--- config.mk ---
export PLATFORM = sky130hd
export DESIGN_NAME = mm_top
export DESIGN_NICKNAME = d
export VERILOG_FILES = /design/src/source/mm_data_pkg.sv /design/src/source/mm_cfg_pkg.sv /design/src/source/mm_if.sv /design/src/source/mm_top.sv /design/src/source/mm_z_collector.sv /design/src/source/mm_row_engine.sv /design/src/source/mm_w_buffer.sv /design/src/source/mm_apb_ctrl.sv
export VERILOG_INCLUDE_DIRS = /design/src /design/src/source
export SDC_FILE = /design/constraint.sdc
export NUM_CORES = 2
export LEC_CHECK = 0
export ABC_CLOCK_PERIOD_IN_PS = 15100
export CAP_MARGIN = 40
export CORE_MARGIN = 2
export CORE_UTILIZATION = 50
export DETAILED_ROUTE_END_ITERATION = 7
export DONT_BUFFER_PORTS = 1
export GPL_TIMING_DRIVEN = 0
export MAX_ROUTING_LAYER = met4
export PLACE_DENSITY = 0.73
export SKIP_CTS_REPAIR_TIMING = 1
export SLEW_MARGIN = 20
export SYNTH_ARGS = -nofsm -noshare
export SYNTH_HDL_FRONTEND = slang
export SYNTH_SLANG_ARGS = --single-unit
--- constraint.sdc ---
create_clock -name clk_i -period 15.1 [get_ports clk_i]
set_input_delay 2.265 -clock clk_i [delete_from_list [all_inputs] [get_ports clk_i]]
set_output_delay 2.265 -clock clk_i [all_outputs]
set_load 0.005 [all_outputs]
--- src/source/mm_defs.svh ---
// --------------------------------------------------
// Sizes and APB map of the matrix-vector engine
// The register map assumes H=4 rows and D=8 columns
// Elements are 16-bit signed, sums 32-bit and wrap
// --------------------------------------------------
`ifndef MM_DEFS_SVH
`define MM_DEFS_SVH

`define MM_H        4    // Rows of W and row engines
`define MM_D        8    // Elements per row and per X vector
`define MM_EW       16   // Element width
`define MM_AW       32   // Accumulator width

`define MM_APB_AW   8
`define MM_APB_DW   32

`define MM_REG_CTRL    8'h00  // bit0 start, bit1 clear
`define MM_REG_STATUS  8'h04  // bit0 busy, bit1 done
`define MM_REG_SIZE    8'h08  // width 3:0, height 11:8
`define MM_REG_ZMASK   8'h0C
`define MM_REG_WSTAGE  8'h10  // 0x10..0x1C, two elements per word
`define MM_REG_WLOAD   8'h20
`define MM_REG_X       8'h30  // 0x30..0x3C
`define MM_REG_Z       8'h50  // 0x50..0x5C

`endif
--- src/source/mm_data_pkg.sv ---
// --------------------------------------------------
// Datapath types of the engine
// Element rows are packed, index 0 is the lowest
// --------------------------------------------------
`include "mm_defs.svh"

package mm_data_pkg;

  typedef logic signed [`MM_EW-1:0] elem_t;
  typedef logic signed [`MM_AW-1:0] acc_t;

  // One staged W row or the X vector
  typedef elem_t [`MM_D-1:0] elem_row_t;

endpackage

--- src/source/mm_cfg_pkg.sv ---
// --------------------------------------------------
// Control side types: size fields, row mask, FSM
// Width and height count 0..8, so values above the
// array size simply mean no padding
// --------------------------------------------------
`include "mm_defs.svh"

package mm_cfg_pkg;

  // Programmed width or height
  typedef logic [3:0] dim_t;

  // One bit per row, set forces the row to zero
  typedef logic [`MM_H-1:0] row_mask_t;

  // Run controller
  typedef enum logic [1:0] {
    IDLE = 2'd0,
    RUN  = 2'd1,  // D shift beats
    WAIT = 2'd2   // Pipeline drains, waiting for done
  } ctrl_state_e;

endpackage

--- src/source/mm_if.sv ---
// --------------------------------------------------
// Internal bundles between controller, weight buffer
// and the row engines
// load and clear are single cycle pulses
// --------------------------------------------------
`include "mm_defs.svh"

interface mm_wbuf_if
  import mm_cfg_pkg::*;
  import mm_data_pkg::*;
();
  logic      load;      // Write wrow at the row pointer
  elem_row_t wrow;
  logic      shift;     // Advance the element stream
  logic      clear;     // Row pointer and element counter back to 0
  dim_t      width;
  dim_t      height;
  row_mask_t zero_set;

  modport ctrl (output load, wrow, shift, clear, width, height, zero_set);
  modport buffer (input load, wrow, shift, clear, width, height, zero_set);
endinterface

interface mm_beat_if
  import mm_data_pkg::*;
();
  elem_t [`MM_H-1:0] w;  // One element per row
  elem_t             x;
  logic              valid;
  logic              first;
  logic              last;

  modport wsrc (output w, first, last);
  modport xsrc (output valid, x);
  modport sink (input w, x, valid, first, last);
endinterface

--- src/source/mm_top.sv ---
// --------------------------------------------------
// Matrix-vector engine with an APB slave port
// PREADY is tied high and PSLVERR low
// --------------------------------------------------
`include "mm_defs.svh"

module mm_top
  import mm_data_pkg::*;
(
  input  logic                  clk_i,
  input  logic                  rst_ni,
  input  logic                  psel_i,
  input  logic                  penable_i,
  input  logic                  pwrite_i,
  input  logic [`MM_APB_AW-1:0] paddr_i,
  input  logic [`MM_APB_DW-1:0] pwdata_i,
  output logic [`MM_APB_DW-1:0] prdata_o,
  output logic                  pready_o,
  output logic                  pslverr_o
);

  mm_wbuf_if wbuf_if ();
  mm_beat_if beat_if ();

  acc_t [`MM_H-1:0] acc;
  logic [`MM_H-1:0] acc_valid;
  acc_t [`MM_H-1:0] z;
  logic             done;

  assign pready_o  = 1'b1;
  assign pslverr_o = 1'b0;

  mm_apb_ctrl u_ctrl (
    .clk_i        (clk_i),
    .rst_ni       (rst_ni),
    .psel_i       (psel_i),
    .penable_i    (penable_i),
    .pwrite_i     (pwrite_i),
    .paddr_i      (paddr_i),
    .pwdata_i     (pwdata_i),
    .prdata_o     (prdata_o),
    .wbuf         (wbuf_if),
    .beat_x_o     (beat_if.x),
    .beat_valid_o (beat_if.valid),
    .z_i          (z),
    .done_i       (done)
  );

  mm_w_buffer u_wbuf (
    .clk_i   (clk_i),
    .rst_ni  (rst_ni),
    .wbuf    (wbuf_if),
    .w_o     (beat_if.w),
    .first_o (beat_if.first),
    .last_o  (beat_if.last)
  );

  for (genvar i = 0; i < `MM_H; i++) begin : gen_rows
    mm_row_engine u_row (
      .clk_i       (clk_i),
      .rst_ni      (rst_ni),
      .w_i         (beat_if.w[i]),
      .x_i         (beat_if.x),
      .valid_i     (beat_if.valid),
      .first_i     (beat_if.first),
      .last_i      (beat_if.last),
      .acc_o       (acc[i]),
      .acc_valid_o (acc_valid[i])
    );
  end

  mm_z_collector u_coll (
    .clk_i       (clk_i),
    .rst_ni      (rst_ni),
    .clear_i     (wbuf_if.clear),
    .acc_i       (acc),
    .acc_valid_i (acc_valid),
    .z_o         (z),
    .done_o      (done)
  );

endmodule

--- src/source/mm_z_collector.sv ---
// --------------------------------------------------
// Holds the H row results for the host
// done is set once every row has delivered
// Clear drops the results and done
// --------------------------------------------------
`include "mm_defs.svh"

module mm_z_collector
  import mm_data_pkg::*;
(
  input  logic              clk_i,
  input  logic              rst_ni,
  input  logic              clear_i,
  input  acc_t [`MM_H-1:0]  acc_i,
  input  logic [`MM_H-1:0]  acc_valid_i,
  output acc_t [`MM_H-1:0]  z_o,
  output logic              done_o
);

  localparam int unsigned H = `MM_H;

  acc_t [H-1:0] z_q;
  logic [H-1:0] got_q;
  logic         done_q;

  always_ff @(posedge clk_i or negedge rst_ni) begin
    if (!rst_ni) begin
      z_q    <= '0;
      got_q  <= '0;
      done_q <= 1'b0;
    end else if (clear_i) begin
      z_q    <= '0;
      got_q  <= '0;
      done_q <= 1'b0;
    end else begin
      for (int i = 0; i < H; i++) begin
        if (acc_valid_i[i]) begin
          z_q[i] <= acc_i[i];
        end
      end
      got_q  <= got_q | acc_valid_i;
      done_q <= &(got_q | acc_valid_i);  // Rows normally arrive together
    end
  end

  assign z_o    = z_q;
  assign done_o = done_q;

endmodule

--- src/source/mm_row_engine.sv ---
// --------------------------------------------------
// One multiply-accumulate lane
// Product stage, then accumulate stage; a sum leaves
// two cycles after the beat tagged last
// --------------------------------------------------
module mm_row_engine
  import mm_data_pkg::*;
(
  input  logic  clk_i,
  input  logic  rst_ni,
  input  elem_t w_i,
  input  elem_t x_i,
  input  logic  valid_i,
  input  logic  first_i,
  input  logic  last_i,
  output acc_t  acc_o,
  output logic  acc_valid_o
);

  acc_t prod_q;
  logic prod_valid_q, prod_first_q, prod_last_q;
  acc_t acc_q;
  logic acc_valid_q;

  // Full 32-bit product, sums wrap
  always_ff @(posedge clk_i) begin
    if (valid_i) begin
      prod_q <= acc_t'(w_i) * acc_t'(x_i);
    end
  end

  always_ff @(posedge clk_i or negedge rst_ni) begin
    if (!rst_ni) begin
      prod_valid_q <= 1'b0;
      prod_first_q <= 1'b0;
      prod_last_q  <= 1'b0;
      acc_valid_q  <= 1'b0;
    end else begin
      prod_valid_q <= valid_i;
      prod_first_q <= valid_i && first_i;
      prod_last_q  <= valid_i && last_i;
      acc_valid_q  <= prod_valid_q && prod_last_q;
    end
  end

  always_ff @(posedge clk_i) begin
    if (prod_valid_q) begin
      acc_q <= prod_first_q ? prod_q : acc_q + prod_q;  // Restart on the first column
    end
  end

  assign acc_o       = acc_q;
  assign acc_valid_o = acc_valid_q;

endmodule

--- src/source/mm_w_buffer.sv ---
// --------------------------------------------------
// Weight row storage, H rows of D elements
// Padding is applied when a row is written, the mask
// when it is read; the pointer wraps after H loads
// --------------------------------------------------
`include "mm_defs.svh"

module mm_w_buffer
  import mm_cfg_pkg::*;
  import mm_data_pkg::*;
(
  input  logic             clk_i,
  input  logic             rst_ni,
  mm_wbuf_if.buffer        wbuf,
  output elem_t [`MM_H-1:0] w_o,
  output logic             first_o,
  output logic             last_o
);

  localparam int unsigned H  = `MM_H;
  localparam int unsigned D  = `MM_D;
  localparam int unsigned RW = $clog2(H);
  localparam int unsigned EW = $clog2(D);

  elem_row_t mem_q [H];
  elem_row_t w_data;
  logic [RW-1:0] row_q;
  logic [EW-1:0] el_q;
  logic          row_valid;

  // Row slots at or beyond height are stored as zero
  assign row_valid = (dim_t'(row_q) < wbuf.height);

  always_comb begin
    for (int c = 0; c < D; c++) begin
      if (dim_t'(c) < wbuf.width && row_valid) begin
        w_data[c] = wbuf.wrow[c];
      end else begin
        w_data[c] = '0;
      end
    end
  end

  always_ff @(posedge clk_i) begin
    if (wbuf.load) begin
      mem_q[row_q] <= w_data;
    end
  end

  always_ff @(posedge clk_i or negedge rst_ni) begin : row_pointer
    if (!rst_ni) begin
      row_q <= '0;
    end else if (wbuf.clear) begin
      row_q <= '0;
    end else if (wbuf.load) begin
      row_q <= (row_q == RW'(H - 1)) ? '0 : row_q + 1'b1;
    end
  end

  always_ff @(posedge clk_i or negedge rst_ni) begin : element_counter
    if (!rst_ni) begin
      el_q <= '0;
    end else if (wbuf.clear) begin
      el_q <= '0;
    end else if (wbuf.shift) begin
      el_q <= (el_q == EW'(D - 1)) ? '0 : el_q + 1'b1;
    end
  end

  // One column per shift, masked rows read as zero
  always_comb begin
    for (int i = 0; i < H; i++) begin
      w_o[i] = wbuf.zero_set[i] ? '0 : mem_q[i][el_q];
    end
  end

  assign first_o = (el_q == '0);
  assign last_o  = (el_q == EW'(D - 1));

endmodule

--- src/source/mm_apb_ctrl.sv ---
// --------------------------------------------------
// APB register file and run controller
// No wait states and no error response
// A start while busy is dropped; an accepted start
// also clears the previous results and done
// --------------------------------------------------
`include "mm_defs.svh"

module mm_apb_ctrl
  import mm_cfg_pkg::*;
  import mm_data_pkg::*;
(
  input  logic                  clk_i,
  input  logic                  rst_ni,
  input  logic                  psel_i,
  input  logic                  penable_i,
  input  logic                  pwrite_i,
  input  logic [`MM_APB_AW-1:0] paddr_i,
  input  logic [`MM_APB_DW-1:0] pwdata_i,
  output logic [`MM_APB_DW-1:0] prdata_o,
  mm_wbuf_if.ctrl               wbuf,
  output elem_t                 beat_x_o,
  output logic                  beat_valid_o,
  input  acc_t [`MM_H-1:0]      z_i,
  input  logic                  done_i
);

  localparam int unsigned CW = $clog2(`MM_D);
  localparam logic [`MM_APB_AW-1:0] PAGE_MASK = 8'hF0;

  ctrl_state_e state_q, state_d;
  logic [CW-1:0] beat_q;
  logic          last_beat;

  elem_row_t wstage_q;
  elem_row_t x_q;
  dim_t      width_q;
  dim_t      height_q;
  row_mask_t zmask_q;

  logic                  wr_en, rd_en;
  logic                  ctrl_wr, start_ok;
  logic [`MM_APB_AW-1:0] page_addr;
  logic [1:0]            word;

  assign wr_en     = psel_i && penable_i && pwrite_i;
  assign rd_en     = psel_i && penable_i && !pwrite_i;
  assign page_addr = paddr_i & PAGE_MASK;
  assign word      = paddr_i[3:2];  // Word within a register page

  assign ctrl_wr   = wr_en && (paddr_i == `MM_REG_CTRL);
  assign start_ok  = ctrl_wr && pwdata_i[0] && (state_q == IDLE);
  assign last_beat = (beat_q == CW'(`MM_D - 1));

  // Size and mask
  always_ff @(posedge clk_i or negedge rst_ni) begin
    if (!rst_ni) begin
      width_q  <= dim_t'(`MM_D);
      height_q <= dim_t'(`MM_H);
      zmask_q  <= '0;
    end else if (wr_en && paddr_i == `MM_REG_SIZE) begin
      width_q  <= pwdata_i[3:0];
      height_q <= pwdata_i[11:8];
    end else if (wr_en && paddr_i == `MM_REG_ZMASK) begin
      zmask_q  <= pwdata_i[`MM_H-1:0];
    end
  end

  // Staged row and X vector, low half is the even element
  always_ff @(posedge clk_i) begin
    if (wr_en && page_addr == `MM_REG_WSTAGE) begin
      wstage_q[{word, 1'b0}] <= pwdata_i[`MM_EW-1:0];
      wstage_q[{word, 1'b1}] <= pwdata_i[2*`MM_EW-1:`MM_EW];
    end
    if (wr_en && page_addr == `MM_REG_X) begin
      x_q[{word, 1'b0}] <= pwdata_i[`MM_EW-1:0];
      x_q[{word, 1'b1}] <= pwdata_i[2*`MM_EW-1:`MM_EW];
    end
  end

  always_comb begin
    state_d = state_q;
    case (state_q)
      IDLE:    if (start_ok) state_d = RUN;
      RUN:     if (last_beat) state_d = WAIT;
      WAIT:    if (done_i) state_d = IDLE;
      default: state_d = IDLE;
    endcase
  end

  always_ff @(posedge clk_i or negedge rst_ni) begin
    if (!rst_ni) begin
      state_q <= IDLE;
      beat_q  <= '0;
    end else begin
      state_q <= state_d;
      if (state_q == RUN && !last_beat) begin
        beat_q <= beat_q + 1'b1;
      end else begin
        beat_q <= '0;
      end
    end
  end

  // Weight buffer side
  assign wbuf.load     = wr_en && (paddr_i == `MM_REG_WLOAD);
  assign wbuf.wrow     = wstage_q;
  assign wbuf.shift    = (state_q == RUN);
  assign wbuf.clear    = (ctrl_wr && pwdata_i[1]) || start_ok;
  assign wbuf.width    = width_q;
  assign wbuf.height   = height_q;
  assign wbuf.zero_set = zmask_q;

  assign beat_valid_o = (state_q == RUN);
  assign beat_x_o     = x_q[beat_q];  // Follows the buffer element counter

  always_comb begin
    prdata_o = '0;
    if (rd_en) begin
      if (paddr_i == `MM_REG_STATUS) begin
        prdata_o[0] = (state_q != IDLE);
        prdata_o[1] = done_i;
      end else if (paddr_i == `MM_REG_SIZE) begin
        prdata_o[3:0]  = width_q;
        prdata_o[11:8] = height_q;
      end else if (paddr_i == `MM_REG_ZMASK) begin
        prdata_o[`MM_H-1:0] = zmask_q;
      end else if (page_addr == `MM_REG_Z) begin
        prdata_o = z_i[word];
      end
    end
  end

endmodule

==> results.tsv <==
metric	value	unit
multi_input_area	50800	sq um
power.density	90.7	nW/um^2
synth.net_count	9448	
place_ws	4.59	ns
synth_cell_types	83	
grt_pass1_wl	436000	microns
setup_slack	4.36	ns
grt_overflow	0	
p_seq_share	43.0	%
vias	63207	
grt_use_total	33.7	%
leakage	43.0	nW
hold_class	register to register	
numCtsBuffers	117	
max-vdd-ir-drop	130	uV
port_buffers	0	
place_area	96100	sq um
dp_hpwl	237000	microns
crit_required	15.59	ns
p_int	6.29	mW
clk_latency	0.83	ns
fin_area	100000	sq um
drv_slew	0	
avgSynthCellArea	11.6	sq um
dr.pass1.iters	6	
rsz0062_at_grt	false	
vias_per_cell	5.94	
synth_cells	7889	
regArea	34700	sq um
die_y	431	microns
syn2layout_area_growth	9.97	%
period_share	71.1	%
h-tree-depth	3	
max_slew.worst_pin.slew	1.03	ns
grt_max_degree	160	
setup_violations	0	
netlist_area	91200	sq um
slew_headroom	31.3	%
p_sw	2.80	mW
drv_cap	0	
wirelength	300000	microns
finClkSkew	0.0681	ns
fin_nets	9715	
synth_warnings	0	
p_comb_share	23.5	%
rows	156	
gp_congestion	1.08	
async_flop_share	13.4	%
fmax	93.1	MHz
path_class	register to register	
synth_edf_count	1024	
path_clk_slew	0.07	ns
remaining_drc_errors	0	
cp-end-kind	register	
arrival	11.23	ns
cts_tree	done	
die_x	431	microns
antenna_found_initial	18	
drt_iter0_drc	6501	
layout_min_cycle_time	10.74	ns
start_util	50.4	%
clock_sinks	1183	
cts_buffer_depth	3	
fillCellCount	14992	
ys_seq_area_share	38.1	%
fin_tns_setup	0	ns
ant_nets	0	
pin_count	79	
grt_pass1_vias	64303	
drive_above_1_share	8.64	%
p_clk_share	33.5	%
cp_max_fo	10	
finalHoldViolations	0	
die_area	186000	sq um
drt-wirelength-per-cell	28.1	microns
root_buffer	clkbuf_16	
coreArea	181000	sq um
synth.ff_latch_count	1183	
critPathLaunchType	register	
p_sw_share	30.8	%
outcome	finished, final reports clean	
ys.flop_type	edfxtp_1	
## per-layer routing
layer / GRT usage [%] / wire, microns / part of all wire [%]
met4: 24.0 / 27000 / 9.0
met5: - / 0 / 0
met3: 6.92 / 28200 / 9.4
met1: 41.8 / 112000 / 37
met2: 49.4 / 132000 / 44
## flip-flops by register name (all words and copies together), names as in the netlist, 3 cells and up
signal and flops:
gen_rows.u_row.prod_q 128, u_coll.got_q 4, u_ctrl.x_q 128, u_ctrl.wbuf.height 4
u_ctrl.wbuf.zero_set 4, u_coll.z_o 128, u_wbuf.el_q 3, u_ctrl.wbuf.width 4
u_ctrl.beat_q 3, u_ctrl.wbuf.wrow 128, u_wbuf.mem_q 512, gen_rows.u_row.acc_o 128
## power groups by stage
| stage | Sequential [mW] | Clock, mW | Combinational [mW] |
|---|---|---|---|
| after floorplan | 3.88 | 0 | 1.60 |
| after global placement | 3.97 | 0 | 2.03 |
| after detailed placement | 3.97 | 0 | 2.09 |
| after CTS | 3.90 | 3.07 | 2.11 |
| after global routing | 3.91 | 3.18 | 2.36 |
| final | 3.91 | 3.05 | 2.14 |
## layout make-up
type | count | share of cell area, %
diodes | 13 | 0.0324
plain buffers | 322 | 1.31
clock buffers | 141 | 3.07
clock inverters | 83 | 0.901
inverters | 1236 | 4.63
multi-input cells | 5148 | 50.6
flip-flops and latches | 1183 | 34.6
well taps | 2370 | 2.96
repair buffers | 148 | 1.84
## final timing paths
| path | from | end | slack, ns | cells past startpoint |
|---|---|---|---|---|
| worst min-delay path | u_ctrl.state_q[1]$_DFFE_PN0P_ | u_ctrl.state_q[0]$_DFFE_PN0P_ | 0.47 | 1 |
| worst max register to register | u_ctrl.beat_q[2]$_DFF_PN0_ | gen_rows[0].u_row.prod_q[30]$_DFFE_PP_ | 4.36 | 27 |
| max in group asynchronous | rst_ni | u_coll.z_o[97]$_DFFE_PN0P_ | 13.48 | 0 |
| min in group asynchronous | rst_ni | u_coll.z_o[21]$_DFFE_PN0P_ | 1.16 | 0 |
| worst max-delay path | u_ctrl.beat_q[2]$_DFF_PN0_ | gen_rows[0].u_row.prod_q[30]$_DFFE_PP_ | 4.36 | 27 |
| worst min register to register | u_ctrl.state_q[1]$_DFFE_PN0P_ | u_ctrl.state_q[0]$_DFFE_PN0P_ | 0.47 | 1 |
## worst max-delay path, cell delays in order (launching register included)
cell and delay, ns:
dfrtp_1 0.36, clkbuf_1 0.68, clkbuf_2 0.70, mux2_2 0.87, clkbuf_1 0.77, clkbuf_1 0.40, buf_6 0.25, nand2_1 0.09
fa_1 0.51, inv_1 0.05, fa_1 0.49, inv_1 0.05, fa_1 0.57, inv_1 0.06, fa_1 0.40, fa_1 0.52
inv_1 0.05, fa_1 0.47, inv_1 0.04, ha_1 0.32, o21ai_0 0.12, nor2b_1 0.19, nor4_1 0.33, a21oi_1 0.23
o31ai_1 0.54, a31oi_1 0.30, o31ai_1 0.34, xor2_1 0.65
## per-stage QoR
stage / util [%] / total power [mW] / cells / hold WS, ns
global route: 55.4 / 9.45 / 10640 / 0.499
global placement: 52.0 / 6.00 / 10259 / 0.463
floorplan: - / 5.48 / 7889 / 0.428
detailed placement: 53.1 / 6.06 / 10385 / 0.454
CTS: 55.3 / 9.08 / 10609 / 0.475
finish: 55.4 / 9.10 / 10644 / 0.472
## Yosys cell counts (157+ instances only)
| library cell | n | area share (%) |
|---|---|---|
| and2_1 | 190 | 1.3 |
| inv_1 | 1236 | 5.1 |
| nor2_1 | 856 | 3.5 |
| fa_1 | 1052 | 23 |
| a21oi_1 | 235 | 1.3 |
| dfrtp_1 | 157 | 4.3 |
| nand2_1 | 607 | 2.5 |
| xnor2_1 | 165 | 1.6 |
| ha_1 | 462 | 6.3 |
| edfxtp_1 | 1024 | 34 |
| clkbuf_1 | 244 | 1.0 |
| mux4_2 | 192 | 4.7 |
| o21ai_0 | 200 | 1.1 |
## cell families (layout without fill, tap and decap cells)
| logic type | Yosys count | after routing | share of synthesized area [%] |
|---|---|---|---|
| flip-flops | 1183 | 1183 | 38.1 |
| XOR/XNOR | 234 | 234 | 2.25 |
| other | 2 | 15 | 0.00823 |
| buffers and inverters | 1558 | 1930 | 6.50 |
| multiplexers | 380 | 380 | 6.85 |
| adder cells (fa/ha/maj) | 1514 | 1514 | 29.4 |
| AO/OA/AOI/OAI | 871 | 871 | 6.17 |
| AND/OR/NAND/NOR | 2147 | 2147 | 10.7 |
## cell usage in the layout, fill, tap and decap left out, types with 23 or more instances in the layout
cell,Yosys,final
a211oi_1,38,38
a21o_1,156,156
a21oi_1,235,231
and2_1,190,186
and3_1,45,45
buf_1,28,27
buf_2,45,48
buf_4,4,32
buf_6,1,76
clkbuf_1,244,245
clkbuf_16,0,119
clkinv_1,0,24
clkinv_2,0,23
dfrtp_1,157,156
edfxtp_1,1024,1024
fa_1,1052,1052
ha_1,462,462
inv_1,1236,1235
mux2_2,34,34
mux2i_1,154,143
mux4_2,192,192
nand2_1,607,607
nand2b_1,143,143
nand3_1,49,49
nor2_1,856,848
nor2b_1,82,80
nor3_1,45,42
o21a_1,33,33
o21ai_0,200,200
o21bai_1,31,31
or2_2,26,26
xnor2_1,165,165
xor2_1,69,69
Note: power is estimated with default switching activity, not from simulation.
